## config.mk

```make
export PLATFORM = sky130hd
export DESIGN_NAME = regfile
export DESIGN_NICKNAME = d
export VERILOG_FILES = /design/src/core_pkg.sv /design/src/regfile.sv
export SDC_FILE = /design/constraint.sdc
export NUM_CORES = 2
export LEC_CHECK = 0
export CAP_MARGIN = 10
export CELL_PAD_IN_SITES_DETAIL_PLACEMENT = 1
export CELL_PAD_IN_SITES_GLOBAL_PLACEMENT = 2
export CORE_MARGIN = 10
export CORE_UTILIZATION = 46
export DETAILED_ROUTE_END_ITERATION = 8
export DONT_BUFFER_PORTS = 1
export PLACE_DENSITY = 0.92
export SLEW_MARGIN = 5
export SYNTH_ARGS = -nofsm -noshare
export SYNTH_HDL_FRONTEND = slang
export SYNTH_SLANG_ARGS = --single-unit
```

## constraint.sdc

```tcl
create_clock -name clk -period 43.1 [get_ports clk]
set_input_delay 6.465 -clock clk [delete_from_list [all_inputs] [get_ports clk]]
set_output_delay 6.465 -clock clk [all_outputs]
set_load 0.01 [all_outputs]
```

## src/core_pkg.sv

```systemverilog
package core_pkg;

    // ~~~~~~~~~~~~~~~~~~~~~~~~~~~~~~~~~~~~~~~~
    // widths
    // ~~~~~~~~~~~~~~~~~~~~~~~~~~~~~~~~~~~~~~~~

    localparam int XLEN       = 32;
    localparam int REG_IDX_W  = 5;

    localparam int BYPASS_DEPTH = 4;   // any value of 2 or more keeps forwarding correct

    localparam int DMEM_WORDS = 64;
    localparam int DMEM_IDX_W = $clog2(DMEM_WORDS);

    typedef logic [XLEN-1:0]       word_t;
    typedef logic [REG_IDX_W-1:0]  reg_idx_t;
    typedef logic [DMEM_IDX_W-1:0] dmem_idx_t;   // word index, taken from address bits 7:2

    // ~~~~~~~~~~~~~~~~~~~~~~~~~~~~~~~~~~~~~~~~
    // alu operations
    // ~~~~~~~~~~~~~~~~~~~~~~~~~~~~~~~~~~~~~~~~

    typedef enum logic [3:0] {
        alu_add,
        alu_sub,
        alu_and,
        alu_or,
        alu_xor,
        alu_sll,
        alu_srl,
        alu_sra,
        alu_slt,
        alu_sltu,
        alu_pass_b,   // lui puts the immediate on b
        alu_beq,
        alu_bne,
        alu_blt,
        alu_bge,
        alu_bltu
    } alu_op_t;

    // Branch operations only drive cond, the result is zero for them

endpackage

```

## src/regfile.sv

```systemverilog
`timescale 1ns/1ps

module regfile (
    input  logic               clk,
    input  logic               rst,
    input  core_pkg::reg_idx_t raddr1,
    input  core_pkg::reg_idx_t raddr2,
    output core_pkg::word_t    rdata1,
    output core_pkg::word_t    rdata2,
    input  logic               we,
    input  core_pkg::reg_idx_t waddr,
    input  core_pkg::word_t    wdata
);
    import core_pkg::*;

    word_t regs [1:31];   // x0 has no storage

    always_ff @(posedge clk or posedge rst) begin
        if (rst) begin
            for (int i = 1; i < 32; i++) begin
                regs[i] <= '0;
            end
        end else if (we && waddr != '0) begin
            regs[waddr] <= wdata;
        end
    end

    // ~~~~~~~~~~~~~~~~~~~~~~~~~~~~~~~~~~~~~~~~
    // read ports
    // ~~~~~~~~~~~~~~~~~~~~~~~~~~~~~~~~~~~~~~~~

    always_comb begin
        rdata1 = '0;
        rdata2 = '0;
        if (raddr1 != '0) begin
            rdata1 = regs[raddr1];
        end
        if (raddr2 != '0) begin
            rdata2 = regs[raddr2];
        end
    end

endmodule

```

### Word-level counts from Yosys, hierarchy flattened

Index checks and enable logic that the tools add are counted.
W data, S select, Z words.

* bits of input ports: 50
* word-level logic and storage cells: 54
* bits in registers: 992
* output and inout bits: 64

* reduce and logical (&&, ||, !) cells: 5
* bitwise logic cells: 3
* muxes and demuxes: 11
* magnitude comparators: 4

Operator list (number)
* $bwmux W992: 1
* $bmux W32 S5: 2
* $mux W32: 7
* $demux W32 S5: 1
* $ge A6 B6 Y1 const B: 3
* $not A5 Y6: 3
* $reduce_bool A5 Y1: 3
* $lt A6 B1 Y1 const B: 1
* $logic_and A1 B1 Y1: 2

### Longest topological paths before layout

* word-level depth: 6
* gate-level depth with buffers: 8
* depth with buffers taken out: 4

### Least setup slack after synthesis

Ideal clock, no wire load.

* kind: input to output
* start point: input raddr1[1]
* end point: output rdata1[29]
* arrival: 7.785 ns
* stages on the path: 8
* required time: 36.635 ns
* setup slack: 28.850 ns
* path buffers: 4
* cells stage by stage: buf_4 buf_6 or2_1 buf_2 buf_2 nor2_1 nor4_1 a211oi_1

* word-level cells in the longest chain between the ends: 5
* elaborated cells on any way between the ends: 6
* those cells by class: mux (4); bitwise (1); reduce/logical (1)

RTL lines
* start: declaration: line regfile.sv:6 `input core_pkg::reg_idx_t raddr1,`
* $not A5 Y6 (implied by the code): line regfile.sv:36 `rdata1 = regs[raddr1];`
* $bmux W32 S5: line regfile.sv:36
* $mux W32 (implied by the code) (2 in series): line regfile.sv:36
* $mux W32 (*): line regfile.sv:35 `if (raddr1 != '0) begin`
* end: declaration: line regfile.sv:8 `output core_pkg::word_t rdata1,`

Every way passes the cells marked *; elsewhere a longest branch is shown, timed or not. The select of a mux whose other input is x is not followed.

### Worst setup path after layout

* start point: input raddr1[0]
* end point: output rdata1[31]

Same word-level chain as after synthesis.

==> results.sh <==
export IMPL_cts_max_path_buffers=3
export IMPL_post_dp_hpwl_microns=108000
export IMPL_core_area_sq_um=118000
export IMPL_rsz0062_at_grt="false"
export IMPL_setup_violations=0
export IMPL_hold_violations=0
export IMPL_cp_cell_sequence="nor2b_4, buf_4, a22oi_1, o2111a_1, nor4_2, buf_4"
export IMPL_outcome="finished, violations left"
export IMPL_start_util=0.463
export IMPL_yosys_most_used_dff="dfrtp_1"
export IMPL_cts_sinks=992
export IMPL_synth_top_family_by_area="multiplexers"
export IMPL_whs_ns=0.514
export IMPL_die_h_microns=365
export IMPL_fillerInstances=11800
export IMPL_max_stage_delay_ns=1.17
export IMPL_switching_share=0.284
export IMPL_cellPowerDensity_nw_per_um2=47.1
export IMPL_grt_usage=0.281
export IMPL_antenna_left=0
export IMPL_cpMostUsedCell="buf_4"
export IMPL_io_pins=114
export IMPL_cts_setup_buffers=0
export IMPL_cts_buffers=106
export IMPL_yosys_area_share_simple=0.0602
export IMPL_drtPass1Iterations=5
export IMPL_layout_commonest_cell="mux2_2"
export IMPL_grt_pass1_wl_microns=281000
export IMPL_grt_max_degree=328
export IMPL_nets=4148
export IMPL_fmax_mhz=58.2
export IMPL_clockRootBuffer="clkbuf_16"
export IMPL_period_minus_slack_ns=17.17
export IMPL_synthAdderAreaFrac=0
export IMPL_yosysSeqAreaShare=0.455
export IMPL_antenna_found_initial=5
export IMPL_vdd_drop_max_v=0.0000372
export IMPL_rows=126
export IMPL_fin_setup_tns_ns=0
export IMPL_worst_pin_slew_ns=1.70
export IMPL_wl_per_cell_microns=33.4
export IMPL_yosys_warnings=0
export IMPL_path_class="primary input to primary output"
export IMPL_violations="max-slew violations"
export IMPL_drtIter0Drc=3598
export IMPL_layout_common_cells="mux2_2, dfrtp_1, mux2i_1, o22ai_1, nand2_1"
export IMPL_multiInputGateArea_sq_um=27600
export IMPL_async_flop_share=1.00
export IMPL_port_buffers=0
export IMPL_die_area_sq_um=133000
export IMPL_ctsHoldBuffers=0
export IMPL_gp_congestion=0.837
export IMPL_cts_tree="done"
export IMPL_p_switching_mw=0.784
export IMPL_synth_edf_count=0
export IMPL_slew_violations=87
export IMPL_leakage_nw=26.5
export IMPL_netlist_instances=4356
export IMPL_grt_pass1_vias=41100
export IMPL_hp_class="register to register"
export IMPL_p_seq_frac=0.457
export IMPL_reg_top3="regs (992)"
export IMPL_arrival_ns=10.70
export IMPL_vias_per_cell=6.77
export IMPL_clkPwrFrac=0.356
export IMPL_synth_area_sq_um=54600
export IMPL_drv_cap=0
export IMPL_crit_required_ns=36.63
export IMPL_synth_compound_area_frac=0.0563
export IMPL_regArea_sq_um=24800
export IMPL_ys_types=40
export IMPL_ys_seq_elements=992
export IMPL_overflow=0
export IMPL_drc=0
export IMPL_h_tree_depth=3
export IMPL_vias=38800
export IMPL_drt_wl_total_microns=192000
export IMPL_power_frac_comb=0.187
export IMPL_intPower_mw=1.97
export IMPL_skew_ns=0
export IMPL_worstSkewPairLatency_ns=0.69
export IMPL_synth_mux_area_frac=0.385
export IMPL_crit_path_start_kind="primary input"
export IMPL_largest_reg_flops=992
export IMPL_syn_nets=4406
export IMPL_slowest_stage="nor2b_4"
export IMPL_ctsResizeCount=0
export IMPL_regMostFlops="regs"
export IMPL_worstSetupEndpointType="primary output"
export IMPL_min_period_over_period=0.398
export IMPL_worstPathMaxFanout=327
export IMPL_synth_avg_cell_area_sq_um=12.5
export IMPL_clk_pin_slew_worst_paths_ns=0.06
export IMPL_synth_xor_area_share=0
export IMPL_slew_headroom=-0.130
export IMPL_layout_drive_gt1_share=0.349
export IMPL_syn2layout_area_growth_pct=7.30
export IMPL_die_w_microns=365
## worst max-delay path, delay by kind of cell
family / cells / cell delay, ns
AND/OR/NAND/NOR: 2 / 1.96
AO/OA/AOI/OAI: 2 / 0.47
buffers and inverters: 2 / 0.97
## worst paths after layout
check,to,cells past startpoint,slack [ns],startpoint
setup reg to reg,regs[682],1,42.24,regs[682]
max in group asynchronous,regs[642],5,33.41,rst
min in group asynchronous,regs[440],1,5.75,rst
setup / recovery,rdata1[31],6,25.93,raddr1[0]
hold / removal,regs[605],1,0.51,regs[605]
hold reg to reg,regs[605],1,0.51,regs[605]
## power groups by stage
| stage | registers, mW | clock network, mW | logic (mW) |
|---|---|---|---|
| 4_1_cts | 1.26 | 0.989 | 0.513 |
| 5_1_grt | 1.28 | 1.03 | 0.554 |
| 2_1_floorplan | 1.23 | 0 | 0.431 |
| 3_5_place_dp | 1.27 | 0 | 0.505 |
| 3_3_place_gp | 1.25 | 0 | 0.485 |
| 6_report | 1.26 | 0.981 | 0.516 |
## final cells by class
type	count	share of cell area
inverters	1	0.000192
clock buffers	148	0.0530
well taps	1536	0.0328
multi-input cells	2926	0.471
repair buffers	71	0.00931
flip-flops and latches	992	0.424
clock inverters	51	0.0102
diodes	2	0.0000854
## kinds of logic after synthesis
group | Yosys count
compound gates | 386
buf+inv | 438
flops | 992
mux | 1890
simple gates | 650
## per-layer routing
metal / vias to the layer above / part of all wire / global-route usage
met4: 2 / 0.047 / 0.127
met1: 20800 / 0.41 / 0.364
met5: - / 0.000068 / 0
met3: 514 / 0.090 / 0.0722
li1: 15800 / - / -
met2: 1726 / 0.46 / 0.441
## Yosys cell counts (3+ instances only)
cell type  instances  area (sq um)
buf_8              6          90.1
nand3_1           68           340
buf_4             79           593
mux2i_1          768          7690
mux2_2          1030         11600
nand4_1           62           388
dfrtp_1          992         24800
buf_1             10          37.5
a211oi_2          51           638
clkbuf_1         171           642
nand3b_1           8          60.1
mux4_2            62          1400
nand2_1          146           548
buf_2            142           711
nor2_4             4          45.0
nor2_2            12          75.1
or2_2              3          18.8
and3b_1            3          26.3
nor3b_2            4          50.1
nor4_1            64           400
a211oi_1          11          82.6
o22ai_1          194          1210
nor2_1           129           484
nor3_1            67           335
mux2_1            30           338
a22oi_1           64           480
a221o_1           62           621
buf_6             26           293
nand2b_1          70           438
## metrics by stage
| stage | cell area, sq um | worst slack (ns) | std cells | power [mW] | util |
|---|---|---|---|---|---|
| 6_report | 58600 | 25.93 | 5727 | 2.76 | 0.497 |
| 5_1_grt | 58600 | 26.80 | 5725 | 2.87 | 0.497 |
| 4_1_cts | 58600 | 27.08 | 5725 | 2.76 | 0.497 |
| 3_5_place_dp | 54900 | 27.04 | 5526 | 1.77 | 0.465 |
| 3_3_place_gp | 54900 | 27.07 | 5526 | 1.73 | 0.465 |
| 2_1_floorplan | 54600 | 8.73 | 4356 | 1.66 | - |
No activity file was read; power rests on OpenSTA's default activity.
