===== src/core_pkg.sv =====
package core_pkg;

    // ~~~~~~~~~~~~~~~~~~~~~~~~~~~~~~~~~~~~~~~~
    // widths
    // ~~~~~~~~~~~~~~~~~~~~~~~~~~~~~~~~~~~~~~~~

    localparam int XLEN       = 32;
    localparam int REG_IDX_W  = 5;

    localparam int BYPASS_DEPTH = 4;   // any value of 2 or more keeps forwarding correct

    localparam int DMEM_WORDS = 64;
    localparam int DMEM_IDX_W = $clog2(DMEM_WORDS);

    typedef logic [XLEN-1:0]       word_t;
    typedef logic [REG_IDX_W-1:0]  reg_idx_t;
    typedef logic [DMEM_IDX_W-1:0] dmem_idx_t;   // word index, taken from address bits 7:2

    // ~~~~~~~~~~~~~~~~~~~~~~~~~~~~~~~~~~~~~~~~
    // alu operations
    // ~~~~~~~~~~~~~~~~~~~~~~~~~~~~~~~~~~~~~~~~

    typedef enum logic [3:0] {
        alu_add,
        alu_sub,
        alu_and,
        alu_or,
        alu_xor,
        alu_sll,
        alu_srl,
        alu_sra,
        alu_slt,
        alu_sltu,
        alu_pass_b,   // lui puts the immediate on b
        alu_beq,
        alu_bne,
        alu_blt,
        alu_bge,
        alu_bltu
    } alu_op_t;

    // Branch operations only drive cond, the result is zero for them

endpackage


===== src/bypass_buffer.sv =====
`timescale 1ns/1ps

module bypass_buffer (
    input  logic               clk,
    input  logic               rst,
    input  logic               push,
    input  core_pkg::reg_idx_t push_rd,
    input  core_pkg::word_t    push_data,
    input  logic               push_load,
    input  logic               fill,
    input  core_pkg::word_t    fill_data,
    input  core_pkg::reg_idx_t rs1,
    input  core_pkg::reg_idx_t rs2,
    output logic               fwd_hit1,
    output logic               fwd_pend1,
    output core_pkg::word_t    fwd_data1,
    output logic               fwd_hit2,
    output logic               fwd_pend2,
    output core_pkg::word_t    fwd_data2
);
    import core_pkg::*;

    logic [BYPASS_DEPTH-1:0] ent_valid;
    logic [BYPASS_DEPTH-1:0] ent_pend;
    reg_idx_t                ent_rd   [BYPASS_DEPTH];
    word_t                   ent_data [BYPASS_DEPTH];

    logic [BYPASS_DEPTH-1:0] fill_sel;
    logic                    fill_found;

    // slot 0 is the youngest, so the oldest pending load sits at the highest index
    always_comb begin
        fill_sel   = '0;
        fill_found = 1'b0;
        for (int i = BYPASS_DEPTH - 1; i >= 0; i--) begin
            if (!fill_found && ent_valid[i] && ent_pend[i]) begin
                fill_sel[i] = fill;
                fill_found  = 1'b1;
            end
        end
    end

    always_ff @(posedge clk or posedge rst) begin
        if (rst) begin
            ent_valid <= '0;
            ent_pend  <= '0;
        end else if (push) begin
            ent_valid <= {ent_valid[BYPASS_DEPTH-2:0], 1'b1};
            ent_pend  <= {ent_pend[BYPASS_DEPTH-2:0] & ~fill_sel[BYPASS_DEPTH-2:0], push_load};
        end else begin
            ent_pend  <= ent_pend & ~fill_sel;
        end
    end

    always_ff @(posedge clk) begin
        if (push) begin
            ent_rd[0]   <= push_rd;
            ent_data[0] <= push_data;
            for (int i = 1; i < BYPASS_DEPTH; i++) begin
                ent_rd[i]   <= ent_rd[i-1];
                ent_data[i] <= fill_sel[i-1] ? fill_data : ent_data[i-1];   // fill lands before the shift
            end
        end else begin
            for (int i = 0; i < BYPASS_DEPTH; i++) begin
                if (fill_sel[i]) begin
                    ent_data[i] <= fill_data;
                end
            end
        end
    end

    // walk from oldest to youngest so the youngest match is the one left standing
    function automatic logic [XLEN+1:0] lookup(input reg_idx_t rs);
        logic [XLEN+1:0] hit_pend_data;
        hit_pend_data = '0;
        for (int i = BYPASS_DEPTH - 1; i >= 0; i--) begin
            if (ent_valid[i] && ent_rd[i] == rs && rs != '0) begin
                hit_pend_data = {1'b1, ent_pend[i], ent_data[i]};
            end
        end
        return hit_pend_data;
    endfunction

    always_comb begin
        {fwd_hit1, fwd_pend1, fwd_data1} = lookup(rs1);
        {fwd_hit2, fwd_pend2, fwd_data2} = lookup(rs2);
    end

endmodule


===== config.mk =====
export PLATFORM = sky130hd
export DESIGN_NAME = bypass_buffer
export DESIGN_NICKNAME = d
export VERILOG_FILES = /design/src/core_pkg.sv /design/src/bypass_buffer.sv
export SDC_FILE = /design/constraint.sdc
export NUM_CORES = 1
export LEC_CHECK = 0
export BUFFER_PORTS_ARGS = -buffer_cell sky130_fd_sc_hd__buf_2
export CAP_MARGIN = 40
export CORE_UTILIZATION = 35
export CTS_CLUSTER_SIZE = 16
export DETAILED_ROUTE_END_ITERATION = 8
export PLACE_DENSITY = 0.65
export SYNTH_ARGS = -nofsm -noshare
export SYNTH_HDL_FRONTEND = slang
export SYNTH_SLANG_ARGS = --single-unit

===== constraint.sdc =====
create_clock -name clk -period 4.1 [get_ports clk]
set_input_delay 0.205 -clock clk [delete_from_list [all_inputs] [get_ports clk]]
set_output_delay 0.205 -clock clk [all_outputs]
set_load 0.05 [all_outputs]

# After elaboration in Yosys (flattened, before gate mapping)
# Memory sizes are Yosys's and may differ from the RTL's.
# Index checks and enable logic that the tools add are counted.
[totals]
regBits = 8
mem_bits_rw = 148
inputBits = 84
out_inout_bits = 68
mem_count = 2
[classes]
eq_ne = 8
n_mux = 37
n_bitwise = 8
reduce_logical = 28
[memory_table]
columns = ["name", "words", "width", "read_ports", "rd_ports_with_merged_regs", "wr", "line_no", "source"]
rows = [
  ["ent_data", 4, 32, 4, 0, 4, "bypass_buffer.sv:26", "word_t ent_data [BYPASS_DEPTH];"],
  ["ent_rd", 4, 5, 4, 0, 4, "bypass_buffer.sv:25", "reg_idx_t ent_rd [BYPASS_DEPTH];"],
]
[ops]
columns = ["op", "count"]
rows = [
  ["34-bit 2-to-1 mux", 8],
  ["32-bit 2-to-1 mux", 7],
  ["5-bit equality test", 8],
  ["1-bit logical AND", 23],
  ["1-bit 2-to-1 mux", 21],
  ["5-bit nonzero test", 2],
  ["4-bit bitwise AND", 1],
  ["4-bit 2-to-1 mux", 1],
  ["4-bit inverter", 1],
  ["1-bit OR", 4],
  ["3-bit bitwise AND", 1],
  ["1-bit logical NOT", 3],
  ["3-bit inverter", 1],
]

# Longest topological paths before layout
[depth]
word_depth = 18
depth_mapped = 8

# Worst setup path before layout
# No wires, ideal clock.
[synth_path]
path_type = "register -> register"
start = "reg ent_pend[3]"
end = "mem ent_data[0][64] (netlist bit) (enable)"
setup_time_ns = 0.466
arrival_ns = 2.899
required_ns = 3.634
slack_ns = 0.736
stages_incl_launch_ff = 4
path_buffers = 0
period_less_slack_ns = 3.364
path_cell_list = "dfrtp_1 -> nand2_1 -> nand2_1 -> o21ai_0"
[synth_lines]
columns = ["item", "line_no", "source"]
rows = [
  ["from (decl)", "bypass_buffer.sv:24", "logic [BYPASS_DEPTH-1:0] ent_pend;"],
  ["from (signal assigned)", "bypass_buffer.sv:49", "ent_pend <= {ent_pend[BYPASS_DEPTH-2:0] & ~fill_sel[BYPASS_DEPTH-2:0], push_load};"],
  ["from (signal assigned)", "bypass_buffer.sv:51", "ent_pend <= ent_pend & ~fill_sel;"],
  ["to (decl)", "bypass_buffer.sv:26", ""],
]

==> results.json <==
{
  "cp-start-kind": "flop",
  "ys_warn_count": 0,
  "drtAntennaViolNets": 0,
  "setup_violations": 0,
  "r2r_end": "ent_data[0][12]$_DFFE_PP_",
  "power_density_mw_per_mm2": 415.3,
  "final_common_cell": "buf_2",
  "max_freq_mhz": 273.1,
  "grt_max_degree": 42,
  "peakVddDrop_v": 0.0002415,
  "synth.distinct_cells": 37,
  "setup.worst_path.start": "ent_rd[2][3]$_DFFE_PP_",
  "viasPerCell": 5.586,
  "avgSynthCellArea_um2": 12.19,
  "drc": 12,
  "status": "finished, violations left",
  "dr.first_iter.drc_count": 624,
  "multi_input_area_mm2": 0.004394,
  "cts.sinks": 156,
  "min_period_ns": 3.662,
  "tns_ns": 0,
  "drt_pass1_iterations": 9,
  "via_count": 6960,
  "syn_inst": 765,
  "rows": 59,
  "slowest_stage": "nor3_4",
  "rrSetupSlack_ns": 1.16,
  "syn_to_final_growth_pct": 19.39,
  "routabilityCongestion": 0.7785,
  "grt_setup_unrepaired": "false",
  "hpwl_mm": 17.73,
  "grt_first_pass_wirelength_mm": 39.71,
  "layout_common_cells": "buf_2, edfxtp_1, mux2_2",
  "violations": "design-rule violations",
  "synth_ff_type": "edfxtp_1",
  "cts-root-buf": "clkbuf_16",
  "clk_path_buf_depth": 2,
  "die_h_um": 165.3,
  "dieWidth_um": 165.3,
  "start_util": 0.3570,
  "maxCapViolCount": 0,
  "async_flop_share": 0.05128,
  "reg2reg_depth": 7,
  "dieArea_mm2": 0.02731,
  "routed_wl_mm": 26.29,
  "slew_headroom": 0.4777,
  "syn_nets": 849,
  "htreeDepth": 4,
  "reg2reg_from": "ent_pend[3]$_DFF_PP0_",
  "crit_family": "simple AND/OR/NAND/NOR gates",
  "grt_pass1_vias": 6858,
  "crit_path_max_fanout": 17,
  "cellLeakagePower_uw": 0.004097,
  "worstPathArrival_ns": 3.46,
  "regArea_mm2": 0.004646,
  "period_share": 0.8931,
  "min_path_type": "in2reg",
  "insertion_delay_ns": 0.43,
  "crit_chain": "xor2_1 > nor3_1 > nand3_1 > nor3_4 > buf_4 > a221oi_1 > o31ai_1 > buf_2",
  "numCtsBuffers": 17,
  "grt.overflow.total": 0,
  "clock_skew_ns": 0.01231,
  "finalHoldViolations": 0,
  "drive_gt1_frac": 0.4462,
  "cts.clk_slew.worst_paths_ns": 0.07,
  "critical_path_cell_count": 8,
  "post_cts_resized": 0,
  "synth_seq_area_share": 0.4979,
  "synth-seq-cells": 156,
  "critPathRequiredTime_ns": 3.89,
  "syn_area_mm2": 0.009329,
  "max_stage_delay_ns": 0.55,
  "crit_end": "fwd_data1[12]",
  "path_buf_inv": 2,
  "core_mm2": 0.02613,
  "track_usage": 0.1950,
  "pin_count": 152,
  "numPortBuffers": 151,
  "dp.cells": 1206,
  "fin_cells": 1246,
  "crit_path_end_kind": "output pin",
  "fillCellCount": 2471,
  "wl_per_cell_um": 21.10,
  "cts_tree": "built",
  "fin_nets": 981,
  "synth_edf_count": 148,
  "slew_viol_final": 0,
  "worstMarginPinSlew_ns": 0.7835,
  "antenna_found_initial": 1,
  "crit_type": "reg2out"
}
-- cell usage after synthesis (all sizes together) (4+ instances only) --
cell type	count	area, um^2
edfxtp	148	4444
mux2	130	1464
nand2	79	296.5
nor2	70	277.8
o31ai	68	510.5
a221oi	64	860.8
buf	44	261.5
and2	33	206.5
clkbuf	26	97.59
xnor2	26	227.7
xor2	14	122.6
dfrtp	8	200.2
nand3	8	40.04
o21ai	7	35.03
nand4	6	37.54
nor3	6	40.04
inv	4	15.01
nor4	4	31.28
-- registers in the layout (all words and copies together) (netlist names) --
name       count
ent_pend       4
ent_data     128
ent_rd        20
ent_valid      4
-- worst min path at each step --
stage	from	end	slack, ns	cells past startpoint
final	push_data[14]	ent_data[0][14]$_DFFE_PP_	0.07	2
after global routing	push_data[4]	ent_data[0][4]$_DFFE_PP_	0.06	2
after CTS	push_data[18]	ent_data[0][18]$_DFFE_PP_	0.06	2
after detailed placement	rst	ent_valid[0]$_DFFE_PP0P_	0.19	2
after global placement	rst	ent_valid[0]$_DFFE_PP0P_	0.18	2
after floorplan	rst	ent_pend[0]$_DFF_PP0_	0.02	1
-- where the power goes --
group	leakage (uW)	internal (uW)	switching, uW
clock	0.000265	836	690
sequential	0.00155	1980	124
combinational	0.00229	381	615
total	0.00410	3200	1430
-- per-layer routing --
layer | up-vias | global-route usage | wire, um
met4 | 0 | 0.07465 | 507
met1 | 3452 | 0.2663 | 12100
li1 | 3210 | - | -
met2 | 258 | 0.3039 | 12130
met5 | - | 0 | 0
met3 | 40 | 0.03746 | 1544
-- final cells by class --
class	count	area share
antenna	1	0.0002247
clock buffer	18	0.03853
clock inverter	14	0.01090
inverter	4	0.001348
multi-input combinational	535	0.3945
sequential	156	0.4171
tap	335	0.03763
timing repair buffer	183	0.09975
-- timing repair --
item,4_1_cts,5_1_grt
hold buffers,7,0
buffers inserted,0,0
hold endpoints to repair,14,0
-- worst register-to-register path, cell delays in order, from the launching register on --
cell and delay, ns:
dfrtp_1 0.46, nand2_1 0.19, nand2_1 0.13, a21oi_1 0.27
nand4_1 0.31, nor2_4 0.49, buf_4 0.42, mux2_2 0.41
-- logic make-up (layout without fill, tap and decap cells) --
group	Yosys count	in the layout	share of synthesized area
simple gates	211	211	0.1041
flops	156	156	0.4979
compound gates	153	153	0.1624
mux	131	131	0.1580
buf+inv	74	219	0.04010
xor+xnor	40	40	0.03755
other cells	0	1	0
-- stage by stage --
stage	total power [uW]	utilization	area (um^2)	worst slack [ns]	hold WS, ns
after floorplan	2816	-	9329	0.7355	0.02066
after global placement	3085	0.3969	10370	0.9863	0.1773
after detailed placement	3129	0.4024	10520	0.9457	0.1935
after CTS	4654	0.4261	11140	0.4488	0.05812
after global routing	4804	0.4262	11140	0.2143	0.05945
final	4626	0.4262	11140	0.4384	0.06967
Note: power is estimated with default switching activity, not from simulation.
